$ cat src/hdl/gfx_load_pkg.sv
// --------------------
// gfx_load_pkg
// request struct and widths shared by
// the graphics ROM loading path
// --------------------
package gfx_load_pkg;

    localparam int ADDR_MAX_W = 16; // widest word address a request carries
    localparam int WORD_W     = 16; // graphics memory word
    localparam int BYTE_W     = 8;  // host download byte

    // active-low byte enables, one lane per request
    localparam logic [1:0] MASK_LOW  = 2'b10; // writes bits 7:0
    localparam logic [1:0] MASK_HIGH = 2'b01; // writes bits 15:8

    // one access on the shared memory port
    // rd or we stays high until ack
    typedef struct packed {
        logic [ADDR_MAX_W-1:0] addr; // word address, low bits used
        logic [BYTE_W-1:0]     data; // byte for the enabled lane
        logic [1:0]            mask; // active low, bit 0 is the low byte
        logic                  we;
        logic                  rd;
    } mem_req_t;

endpackage

$ cat src/hdl/rom_downloader.sv
// --------------------
// rom_downloader
// host byte stream to masked byte writes,
// dl_ready low while a byte is in flight
// --------------------
`timescale 1ns/1ps

module rom_downloader (
    input  logic                               clk,
    input  logic                               reset,
    input  logic                               downloading,
    input  logic [gfx_load_pkg::ADDR_MAX_W:0]  dl_addr,    // byte address
    input  logic [gfx_load_pkg::BYTE_W-1:0]    dl_data,
    input  logic                               dl_wr,
    output logic                               dl_ready,
    output gfx_load_pkg::mem_req_t             req,
    input  logic                               ack,
    input  logic                               data_ok
);

    // idle whenever no download runs, so a byte still
    // in flight at the end cannot leave dl_ready stuck low
    always_ff @(posedge clk) begin
        if (reset || !downloading) begin
            dl_ready <= 1'b1;
            req.we   <= 1'b0;
            req.rd   <= 1'b0;
        end else begin
            if (dl_wr) begin
                req.addr <= dl_addr[gfx_load_pkg::ADDR_MAX_W:1];
                req.data <= dl_data;
                // even byte is the high byte of the word
                req.mask <= dl_addr[0] ? gfx_load_pkg::MASK_LOW : gfx_load_pkg::MASK_HIGH;
                req.we   <= 1'b1;
                dl_ready <= 1'b0;
            end else if (ack) begin
                req.we <= 1'b0; // accepted, memory holds it now
            end

            if (data_ok) begin
                dl_ready <= 1'b1;
            end
        end
    end

    // host must wait for dl_ready before the next byte
    a_no_wr_when_busy : assert property (
        @(posedge clk) disable iff (reset)
        dl_wr |-> dl_ready
    );

endmodule

$ cat config.mk
export PLATFORM = sky130hd
export DESIGN_NAME = rom_downloader
export DESIGN_NICKNAME = d
export VERILOG_FILES = /design/src/hdl/gfx_load_pkg.sv /design/src/hdl/rom_downloader.sv
export SDC_FILE = /design/constraint.sdc
export NUM_CORES = 1
export LEC_CHECK = 0
export ABC_AREA = 1
export BUFFER_PORTS_ARGS = -buffer_cell sky130_fd_sc_hd__buf_2
export CAP_MARGIN = 20
export CELL_PAD_IN_SITES_DETAIL_PLACEMENT = 0
export CELL_PAD_IN_SITES_GLOBAL_PLACEMENT = 1
export CORE_MARGIN = 4
export CORE_UTILIZATION = 27
export CTS_CLUSTER_DIAMETER = 50
export DETAILED_ROUTE_END_ITERATION = 8
export HOLD_SLACK_MARGIN = 0.06
export MAX_ROUTING_LAYER = met4
export PLACE_DENSITY = 0.75
export SLEW_MARGIN = 20
export SYNTH_ARGS = -nofsm -noshare
export SYNTH_HDL_FRONTEND = slang
export SYNTH_SLANG_ARGS = --single-unit
$ cat constraint.sdc
create_clock -name clk -period 1.2 [get_ports clk]
set_input_delay 0.12 -clock clk [delete_from_list [all_inputs] [get_ports clk]]
set_output_delay 0.12 -clock clk [all_outputs]
set_load 0.02 [all_outputs]
# Word-level counts from Yosys, hierarchy flattened
# Index checks and enable logic that the tools add are counted.
# totals
output_inout_bits	29
register_bits	28
inputBits	31
# op_classes
n_mux	3
bitwise_logic	1
n_reduce_logical	5
# op_table
cell	n
$mux 1	2
$mux 2	1
$reduce_and 2->1	1
$reduce_bool 2->1	1
$reduce_or 2->1	1
$logic_not 1->1	1
$logic_or 1x1->1	1
$not 1->1	1

# Depth between registers and ports, before layout
# depth
depth_word	4
ltp_mapped	4

# Least setup slack after synthesis
# No wires, ideal clock.
# synth_timing
path_type	input-to-reg
start	in downloading
end	reg req[10] (netlist bit) (enable)
t_required_ps	819
path_buffers	0
path_stages	4
setup_time_ps	381
arrival_time_ps	847
setup_slack_ps	-27
path_cell_list	inv_1 -> nor2_2 -> nand2_1 -> inv_1
# synth_via
elab_chain_cells	4
# synth_rtl
element	line	source
start, declared	rom_downloader.sv:11	input logic downloading,
$logic_not 1->1	rom_downloader.sv:24	if (reset || !downloading) begin
$logic_or 1x1->1	rom_downloader.sv:24	
$not 1->1 (no source line)	-	
$reduce_and 2->1 (no source line)	-	
end, declared	rom_downloader.sv:16	output gfx_load_pkg::mem_req_t req,
# Every way passes these cells.
# A chain may end at the register's enable or synchronous reset.

# Worst setup path in the final report
# layout_timing
start	in dl_wr
end	reg req[7] (netlist bit) (enable)
# layout_via
elab_chain_cells	1
# layout_rtl
element	line	source
start, declared	rom_downloader.sv:14	input logic dl_wr,
$reduce_and 2->1 (no source line)	-	
# Every way passes these cells.

==> results.sh <==
export IMPL_status="completed"
export IMPL_track_usage=0.09510
export IMPL_dieArea_sq_um=4251
export IMPL_cp_top_family="buffers and inverters"
export IMPL_synthDistinctLibCells=9
export IMPL_wl_met3_microns=219
export IMPL_rsz0062_at_grt="no"
export IMPL_crit_buf_inv=4
export IMPL_ys_ff_latch=28
export IMPL_cp_start_kind="primary input"
export IMPL_yosysTopAreaCellShare=0.8839
export IMPL_yosysSeqAreaShare=0.9292
export IMPL_m1WireLength_microns=696
export IMPL_ir_worst_vdd_v=0.0004201
export IMPL_dr_pass1_iters=4
export IMPL_r2r_end="req[1]"
export IMPL_cts_resized=0
export IMPL_hpwl_microns=1354
export IMPL_ys_top_cells_by_area="edfxtp_1, dfxtp_1, inv_1"
export IMPL_layout_nets=165
export IMPL_finalCritPeriodShare=0.9077
export IMPL_grt_pass1_wl_microns=2911
export IMPL_post_cts_setup_buffers=0
export IMPL_hold_viol=0
export IMPL_r2r_start="req[1]"
export IMPL_power_density_nw_per_um2=1236
export IMPL_cts_made_buffers=3
export IMPL_io_pins=60
export IMPL_clockBufferDepth=2
export IMPL_die_h_microns=65.20
export IMPL_rows=20
export IMPL_cts_sinks=28
export IMPL_syn_to_final_growth_pct=79.74
export IMPL_slew_viol_final=0
export IMPL_hp_class="in2reg"
export IMPL_fin_skew_ps=0
export IMPL_cts_tree="yes"
export IMPL_htree_levels=1
export IMPL_reg2reg_depth=4
export IMPL_fmax_mhz=918.0
export IMPL_gp_congestion=0.6421
export IMPL_path_cells="dlygate4sd3_1 -> buf_2 -> nand2_1 -> clkinvlp_4 -> buf_12"
export IMPL_synth_edf_count=26
export IMPL_avgRoutedWirePerCell_microns=10.72
export IMPL_async_flop_share=0
export IMPL_vias_per_cell=3.785
export IMPL_fp_dieW_microns=65.20
export IMPL_synth_common_cells="edfxtp_1, inv_1, nand2_1"
export IMPL_ant_nets=0
export IMPL_synth_avg_cell_area_sq_um=21.03
export IMPL_synth_nets=73
export IMPL_p_leak_nw=0.6803
export IMPL_overflow=0
export IMPL_synth_flop_cell="edfxtp_1"
export IMPL_drc=0
export IMPL_drive_gt1_frac=0.4887
export IMPL_path_max_fanout=26
export IMPL_syn_area_sq_um=883.3
export IMPL_placed_area_sq_um=1245
export IMPL_core_sq_um=3103
export IMPL_cp_slowest_cell="dlygate4sd3_1"
export IMPL_end_kind="register"
export IMPL_clock_latency_ps=310
export IMPL_setup_viol=0
export IMPL_power_mw=1.962
export IMPL_yosysTopAreaCell="edfxtp_1"
export IMPL_dr_wl_met2_microns=945
export IMPL_synth_cells=42
export IMPL_required_ps=1290
export IMPL_cp_endpoint="req[7]"
export IMPL_setup_tns_ps=0
export IMPL_first_iter_violations=14
export IMPL_layoutNonFillerInstCount=177
export IMPL_num_vias=670
export IMPL_path_depth=5
export IMPL_crit_path_max_incr_delay_ps=520
export IMPL_critPathLaunch="dl_wr"
export IMPL_start_util=0.2847
export IMPL_design_area_sq_um=1588
export IMPL_yosys_warnings=0
export IMPL_grt_max_degree=27
export IMPL_antenna_found_initial=0
export IMPL_drt_wl_total_microns=1898
export IMPL_root_buffer="clkbuf_4"
export IMPL_routed_top_layer="met4"
export IMPL_dp_cells=144
export IMPL_maxCapViolations=0
export IMPL_crit_arrival_ps=1180
export IMPL_grt_pass1_vias=683
export IMPL_yosysMostFrequentCell="edfxtp_1"
export IMPL_portBuffers=58
export IMPL_min_period_ps=1089
export IMPL_antennaDiodeCount=0
export IMPL_r2r_setup_slack_ps=560
export IMPL_clk_pin_slew_ps=140
export IMPL_crit_type="in2reg"
export IMPL_fillCellCount=273
-- cell usage in the layout, fill, tap and decap left out --
master / count
edfxtp_1: 26
buf_2: 58
nor2_2: 1
bufinv_16: 1
inv_1: 4
dfxtp_1: 2
nand2_1: 4
conb_1: 1
buf_12: 1
clkbuf_4: 3
nor2_1: 1
dlygate4sd3_1: 29
nand3b_1: 1
clkinvlp_4: 1
-- cells by family after synthesis --
family | Yosys count | share of synthesized area
buffers and inverters | 6 | 0.02975
flip-flops | 28 | 0.9292
other | 1 | 0.004245
AND/OR/NAND/NOR | 7 | 0.03683
-- routing by layer --
metal / vias up / global-route usage
met5: - / -
met2: 41 / 0.1694
met1: 296 / 0.08581
li1: 329 / -
met3: 4 / 0.03590
met4: 0 / 0.05440
-- power by group --
part,switching [mW],internal (mW)
logic,0.118,0.132
clock network,0.250,0.337
registers,0.00946,1.11
total,0.377,1.58
-- sequential cells by signal, indices dropped and copies added (netlist names) --
name,count
dl_ready,1
req,27
-- final cells by class --
type                       instances  area (sq um)  area share
sequential                        28         820.8      0.5169
timing repair buffer              88         600.6      0.3783
tap                               44         55.05     0.03467
multi-input combinational          8         36.28     0.02285
clock inverter                     1         30.03     0.01891
clock buffer                       3         22.52     0.01418
inverter                           5         22.52     0.01418
-- repair_timing --
action                     in CTS  in global routing
hold buffers                   29                  0
hold endpoints to repair       28                  0
setup endpoints to repair       0                  0
-- worst min-delay path by stage --
stage,slack (ps),startpoint,cells past startpoint,end
floorplan,220,dl_data[6],0,req[10]
global placement,300,dl_addr[9],1,req[20]
detailed placement,300,dl_addr[5],1,req[16]
CTS,110,reset,4,req[1]
global route,120,reset,4,req[1]
finish,130,reset,4,req[1]
-- worst min-delay path: stages --
cell	delay, ps
buf_2	80
nor2_2	40
nand2_1	110
nand2_1	60
-- metrics by stage --
step | hold WS [ps] | setup WS [ps] | utilization
6_report | 127.6 | 110.7 | 0.5117
5_1_grt | 121.5 | 103.1 | 0.5117
4_1_cts | 113.8 | 120.4 | 0.5117
3_5_place_dp | 298.8 | 141.1 | 0.4012
3_3_place_gp | 298.1 | 170.3 | 0.4012
2_1_floorplan | 218.9 | 154.5 | -
Power figures use the tool's default switching activity.
