--- config.mk ---
export PLATFORM = sky130hd
export DESIGN_NAME = obj_reorder
export DESIGN_NICKNAME = d
export VERILOG_FILES = /design/src/hdl/gfx_load_pkg.sv /design/src/hdl/obj_reorder.sv
export SDC_FILE = /design/constraint.sdc
export NUM_CORES = 1
export LEC_CHECK = 0
export BUFFER_PORTS_ARGS = -buffer_cell sky130_fd_sc_hd__buf_2
export CAP_MARGIN = 10
export CORE_ASPECT_RATIO = 0.5
export CORE_MARGIN = 2
export CORE_UTILIZATION = 57
export CTS_CLUSTER_SIZE = 24
export DETAILED_ROUTE_END_ITERATION = 10
export GPL_TIMING_DRIVEN = 0
export PLACE_DENSITY = 0.9
export SLEW_MARGIN = 20
export SYNTH_ARGS = -nofsm -noshare
export SYNTH_HDL_FRONTEND = slang
export SYNTH_SLANG_ARGS = --single-unit
export TNS_END_PERCENT = 50
--- constraint.sdc ---
create_clock -name clk -period 3.5 [get_ports clk]
set_input_delay 0.175 -clock clk [delete_from_list [all_inputs] [get_ports clk]]
set_output_delay 0.175 -clock clk [all_outputs]
set_load 0.005 [all_outputs]
--- src/hdl/gfx_load_pkg.sv ---
// --------------------
// gfx_load_pkg
// request struct and widths shared by
// the graphics ROM loading path
// --------------------
package gfx_load_pkg;

    localparam int ADDR_MAX_W = 16; // widest word address a request carries
    localparam int WORD_W     = 16; // graphics memory word
    localparam int BYTE_W     = 8;  // host download byte

    // active-low byte enables, one lane per request
    localparam logic [1:0] MASK_LOW  = 2'b10; // writes bits 7:0
    localparam logic [1:0] MASK_HIGH = 2'b01; // writes bits 15:8

    // one access on the shared memory port
    // rd or we stays high until ack
    typedef struct packed {
        logic [ADDR_MAX_W-1:0] addr; // word address, low bits used
        logic [BYTE_W-1:0]     data; // byte for the enabled lane
        logic [1:0]            mask; // active low, bit 0 is the low byte
        logic                  we;
        logic                  rd;
    } mem_req_t;

endpackage

--- src/hdl/obj_reorder.sv ---
// --------------------
// obj_reorder
// rewrites the object window in place, 8-pixel
// packed 4bpp to the 4-pixel fetch layout
// --------------------
`timescale 1ns/1ps

module obj_reorder #(
    parameter int OBJ_START = 256, // first word, even
    parameter int OBJ_END   = 512  // one past the last word, even
) (
    input  logic                              clk,
    input  logic                              reset,
    input  logic                              downloading,
    output logic                              convert,
    output gfx_load_pkg::mem_req_t            req,
    input  logic                              ack,
    input  logic                              data_ok,
    input  logic [gfx_load_pkg::WORD_W-1:0]   rd_data
);

    localparam int AW  = gfx_load_pkg::ADDR_MAX_W;
    localparam int AW1 = AW + 1;
    localparam logic [AW:0] WIN_END = AW1'(OBJ_END);

    // one-hot steps, each names the access now in flight
    localparam int S_IDLE = 0;
    localparam int S_RD0  = 1; // even word read
    localparam int S_RD1  = 2; // odd word read
    localparam int S_WR0  = 3; // even word, low byte
    localparam int S_WR1  = 4; // even word, high byte
    localparam int S_WR2  = 5; // odd word, low byte
    localparam int S_WR3  = 6; // odd word, high byte

    logic [6:0]                       state;
    logic                             last_down;
    logic [AW-1:0]                    pair_addr; // even address of the pair
    logic [AW:0]                      next_pair;
    logic [gfx_load_pkg::WORD_W-1:0]  w0;
    logic [gfx_load_pkg::WORD_W-1:0]  w1;

    assign next_pair = {1'b0, pair_addr} + AW1'(2);

    always_ff @(posedge clk) begin
        if (reset) begin
            last_down <= 1'b0;
        end else begin
            last_down <= downloading;
        end
    end

    // a new download aborts any conversion at once
    always_ff @(posedge clk) begin
        if (reset || downloading) begin
            state   <= 7'(1) << S_IDLE;
            convert <= 1'b0;
            req.rd  <= 1'b0;
            req.we  <= 1'b0;
        end else begin
            if (ack) begin
                req.rd <= 1'b0;
                req.we <= 1'b0;
            end

            case (1'b1)
                state[S_IDLE]: if (last_down) begin // download just ended
                    pair_addr <= AW'(OBJ_START);
                    req.addr  <= AW'(OBJ_START);
                    req.rd    <= 1'b1;
                    convert   <= 1'b1;
                    state     <= 7'(1) << S_RD0;
                end
                state[S_RD0]: if (data_ok) begin
                    w0       <= rd_data;
                    req.addr <= {pair_addr[AW-1:1], 1'b1};
                    req.rd   <= 1'b1;
                    state    <= 7'(1) << S_RD1;
                end
                state[S_RD1]: if (data_ok) begin
                    w1       <= rd_data;
                    req.addr <= pair_addr;
                    req.data <= {rd_data[15:12], rd_data[7:4]}; // w1 upper nibbles
                    req.mask <= gfx_load_pkg::MASK_LOW;
                    req.we   <= 1'b1;
                    state    <= 7'(1) << S_WR0;
                end
                state[S_WR0]: if (data_ok) begin
                    req.data <= {w0[15:12], w0[7:4]};
                    req.mask <= gfx_load_pkg::MASK_HIGH;
                    req.we   <= 1'b1;
                    state    <= 7'(1) << S_WR1;
                end
                state[S_WR1]: if (data_ok) begin
                    req.addr <= {pair_addr[AW-1:1], 1'b1};
                    req.data <= {w1[11:8], w1[3:0]}; // lower nibbles
                    req.mask <= gfx_load_pkg::MASK_LOW;
                    req.we   <= 1'b1;
                    state    <= 7'(1) << S_WR2;
                end
                state[S_WR2]: if (data_ok) begin
                    req.data <= {w0[11:8], w0[3:0]};
                    req.mask <= gfx_load_pkg::MASK_HIGH;
                    req.we   <= 1'b1;
                    state    <= 7'(1) << S_WR3;
                end
                state[S_WR3]: if (data_ok) begin
                    if (next_pair >= WIN_END) begin
                        convert <= 1'b0; // window done
                        state   <= 7'(1) << S_IDLE;
                    end else begin
                        pair_addr <= next_pair[AW-1:0];
                        req.addr  <= next_pair[AW-1:0];
                        req.rd    <= 1'b1;
                        state     <= 7'(1) << S_RD0;
                    end
                end
                default: state <= 7'(1) << S_IDLE;
            endcase
        end
    end

    a_rd_we_exclusive : assert property (
        @(posedge clk) disable iff (reset)
        !(req.rd && req.we)
    );

endmodule

* After elaboration in Yosys (flattened, before gate mapping) *
Cells that the tools add are included.

storage, ports and cells
  bits of input ports = 21
  register bits after elaboration = 81
  word-level logic and storage cells = 123
  output and inout bits = 29

operators by class
  reductions and logical operators = 17
  multiplexer cells = 63
  add/subtract/negate cells = 1
  eq/ne operators = 21
  bitwise operators = 3
  magnitude comparators = 1

operators with widths
  operator                 number
  $mux W16                 16
  $mux W7                  14
  $mux W11                 6
  $mux W27                 2
  $mux W1                  23
  $ne A2 B2 Y1 const B     10
  $reduce_and A10 Y1       2
  $add A16 B2 Y17 const B  1
  $ge A17 B10 Y1 const B   1
  $ne A3 B3 Y1 const B     5
  $ne A5 B5 Y1 const B     3
  $reduce_and A5 Y1        2
  $reduce_and A9 Y1        1
  $ne A4 B4 Y1 const B     2
  $reduce_and A4 Y1        2
  $reduce_and A8 Y1        1
  $reduce_and A6 Y1        1
  $reduce_bool A2 Y1       3
  $reduce_bool A5 Y1       1
  $mux W2                  2
  $reduce_bool A4 Y1       1
  $not A1 Y1               3
  $reduce_and A3 Y1        1
  $ne A2 B1 Y1 const B     1
  2 further kinds          2

* Longest topological paths before layout *
  depth in word-level cells = 11
  mapped depth = 7

* Worst setup path after synthesis *
Ideal clock, no wire load.

  path kind = register to register
  start = register pair_addr[1]
  end = register req[12] in the netlist's numbering, enable pin
  period minus slack after synthesis = 2,443 ps
  path slack = 1,057 ps
  library setup time = 373 ps
  buffers on the path = 0
  data arrival time = 2,070 ps
  cell stages (with the launch flop) = 7
  cell sequence = edfxtp_1 > ha_1 > and2_1 > and3_1 > xnor2_1 > and3_4 > a31o_1

on the way
  cells in the longest elaborated chain, start to end = 4

ends and longest elaborated chain
  item                          RTL line            RTL
  start: declaration            obj_reorder.sv:37   logic [AW-1:0] pair_addr;
  start signal: assignment      obj_reorder.sv:67   pair_addr <= AW'(OBJ_START);
  start signal: assignment      obj_reorder.sv:111  pair_addr <= next_pair[AW-1:0];
  $add A16 B2 Y17               obj_reorder.sv:42   assign next_pair = {1'b0, pair_addr} + AW1'(2);
  $ge A17 B10 Y1                obj_reorder.sv:107  if (next_pair >= WIN_END) begin
  $ne A5 B5 Y1 (no line)        --
  $reduce_and A10 Y1 (no line)  --
  end: declaration              obj_reorder.sv:16   output gfx_load_pkg::mem_req_t req,

Every way passes these cells.
A chain may end at the register's enable or synchronous reset.

* Worst setup path in the final report *
  start = register pair_addr[1]
  end = register req[17] in the netlist's numbering, enable pin

Same word-level chain as after synthesis.

==> results.json <==
{
  "status": "finished clean",
  "rsz0062_at_grt": "no",
  "yosys_warnings": 0,
  "detail-route-antenna-nets": 0,
  "vdd_drop_max_mv": 0.343,
  "cts_max_path_buffers": 2,
  "synth_flop_cell": "edfxtp_1",
  "cts_setup_buffers": 0,
  "grt_max_degree": 17,
  "cp.required_ns": 3.47,
  "grt_pass1_vias": 2569,
  "cts_sinks": 76,
  "die_y_um": 60.3,
  "cp-startpoint": "pair_addr[1]",
  "synth_cells": 321,
  "hold_class": "primary input to flip-flop",
  "ys_ff_latch": 76,
  "p_seq_frac": 0.518,
  "utilization": 0.697,
  "num_antenna_cells": 0,
  "io_pins": 50,
  "crit_fanout": 16,
  "clkSlewWorstSetupHoldPaths_ns": 0.06,
  "routedWlPerCell_um": 15.8,
  "fin_tns_setup_ns": 0,
  "grt.overflow.total": 0,
  "drtIter0Drc": 283,
  "routed_via_density": 5.82,
  "reg2reg_depth": 6,
  "fp.coreArea_um2": 6110,
  "cp-endpoint": "req[17]",
  "num_rows": 20,
  "start_kind": "flip-flop",
  "fp.dieW_um": 117,
  "powerDensity_nw_per_um2": 451,
  "drcViolationCount": 0,
  "synth_area_um2": 3620,
  "clkPwrFrac": 0.444,
  "synth_edf_count": 65,
  "cts_resized": 0,
  "synthArstFlopShare": 0,
  "numCtsBuffers": 9,
  "reg2reg_from": "pair_addr[1]",
  "hold_viol": 0,
  "worstReg2RegEnd": "req[17]",
  "p_sw_w": 0.000406,
  "placed_cells": 458,
  "grt_usage": 0.235,
  "worst_slew_pin_slew_ns": 0.868,
  "end_kind": "flip-flop",
  "instances_no_fill": 474,
  "final.min_clock_period_ns": 2.84,
  "synth.avg_cell_area_um2": 11.3,
  "drtPass1Iterations": 5,
  "critPathArrivalTime_ns": 2.81,
  "max-slew-margin-rel": 0.419,
  "cap_violations": 0,
  "yosysSeqAreaShare": 0.601,
  "slew_viol_final": 0,
  "setup_violations": 0,
  "drive_gt1_frac": 0.236,
  "initial_core_util": 0.592,
  "p_leak_nw": 1.59,
  "portBuffers": 49,
  "finClkSkew_ns": 0.00447,
  "antenna_found_initial": 0,
  "p_comb_frac": 0.038,
  "via_count": 2757,
  "place_congestion": 0.893,
  "hold_depth": 2,
  "area_growth_pct": 17.6,
  "switching_share": 0.212,
  "nets": 403,
  "r2r_slack_ns": 0.66,
  "routed_wl_mm": 7.48,
  "fmax_mhz": 352,
  "clk_latency_ns": 0.34,
  "critical_path_class": "flip-flop to flip-flop",
  "finalCritPeriodShare": 0.812,
  "synth_nets": 343,
  "htreeDepth": 3,
  "dpl.hpwl_mm": 5.07,
  "ys_types": 56,
  "grt_pass1_wl_mm": 12.0,
  "root_buffer": "clkbuf_16",
  "power.internal_w": 0.00151,
  "cts_tree": "done",
  "cts_hold_buf": 0,
  "dieArea_um2": 7040
}
cell type report:
type | count | area [um2]
Multi-Input combinational cell | 223 | 1330
Clock buffer | 10 | 239
Inverter | 4 | 15.0
Fill cell | 462 | 1850
Buffer | 18 | 100
Tap cell | 88 | 110
Sequential cell | 76 | 2170
Timing Repair Buffer | 49 | 245
Clock inverter | 6 | 40.0
critical path, stage by stage (launching register included):
cell and delay, ns:
edfxtp_1 0.47, ha_1 0.32, and2_1 0.20, and3_1 0.21, xnor2_1 0.35, and3_4 0.28, a31o_1 0.64
Yosys cell counts, types with 4 or more instances:
cell	instances	area, um2
nand3_1	7	35.0
a22o_1	9	78.8
edfxtp_1	65	1950
clkbuf_1	11	41.3
nand2b_1	4	25.0
dfxtp_1	11	220
nor2_1	42	158
xnor2_1	10	87.6
a22oi_1	11	82.6
nand4_1	6	37.5
nor2b_1	6	37.5
nand2_1	36	135
o21ai_0	21	105
inv_1	4	15.0
a21oi_1	10	50.1
and3_1	7	43.8
flip-flops by register name, summed over array words and instances (netlist names):
signal     flops
convert        1
last_down      1
pair_addr     15
req           28
state          7
w0            16
w1             8
layer usage:
| layer | vias to the layer above | GRT usage | wire length (um) |
|---|---|---|---|
| met1 | 1290 | 0.300 | 3100 |
| met3 | 16 | 0.0923 | 719 |
| li1 | 1301 | - | - |
| met4 | 0 | 0.0756 | 119 |
| met5 | - | 0 | 0 |
| met2 | 150 | 0.378 | 3550 |
metrics by stage:
stage | hold slack [ns] | total power, W | cell area [um2] | setup WS, ns
after detailed placement | 0.364 | 0.00108 | 3970 | 0.690
after global routing | 0.0158 | 0.00198 | 4250 | 0.497
after CTS | 0.00311 | 0.00193 | 4250 | 0.690
after floorplan | 0.247 | 0.00105 | 3620 | 1.06
after global placement | 0.355 | 0.00108 | 3970 | 0.758
final | 0.0161 | 0.00192 | 4250 | 0.656
how the worst min path moves through the flow:
stage / from / endpoint / slack, ns
after floorplan: reset / last_down / 0.25
after global placement: reset / last_down / 0.35
after detailed placement: reset / last_down / 0.36
after CTS: reset / last_down / 0.003
after global routing: rd_data[9] / w0[9] / 0.02
final: reset / last_down / 0.02
cells in the final DEF, fill, tap and decap left out, types with 4 or more instances in the layout:
| master | n |
|---|---|
| nand2_1 | 36 |
| nor2b_1 | 6 |
| nand3_1 | 7 |
| buf_2 | 50 |
| nand4_1 | 6 |
| clkbuf_1 | 11 |
| a21oi_1 | 10 |
| a22o_1 | 9 |
| o21ai_0 | 21 |
| inv_1 | 4 |
| xnor2_1 | 10 |
| nand2b_1 | 4 |
| and3_1 | 7 |
| nor2_1 | 41 |
| clkbuf_16 | 9 |
| edfxtp_1 | 65 |
| dfxtp_1 | 11 |
| a22oi_1 | 11 |
power by group through the flow:
stage / sequential (W) / combinational, W / clock, W
final: 0.000993 / 0.0000736 / 0.000852
after floorplan: 0.00101 / 0.0000413 / 0
after detailed placement: 0.00101 / 0.0000721 / 0
after CTS: 0.000993 / 0.0000727 / 0.000866
after global placement: 0.00101 / 0.0000692 / 0
after global routing: 0.000993 / 0.0000810 / 0.000910
logic make-up after synthesis:
group           after synthesis  share of synthesized area
simple gates                134                      0.189
flops                        76                      0.601
compound gates               74                      0.140
buf+inv                      22                     0.0318
xor+xnor                     12                     0.0291
mux                           2                    0.00554
fa+ha+maj                     1                    0.00346
Power figures use the tool's default switching activity.
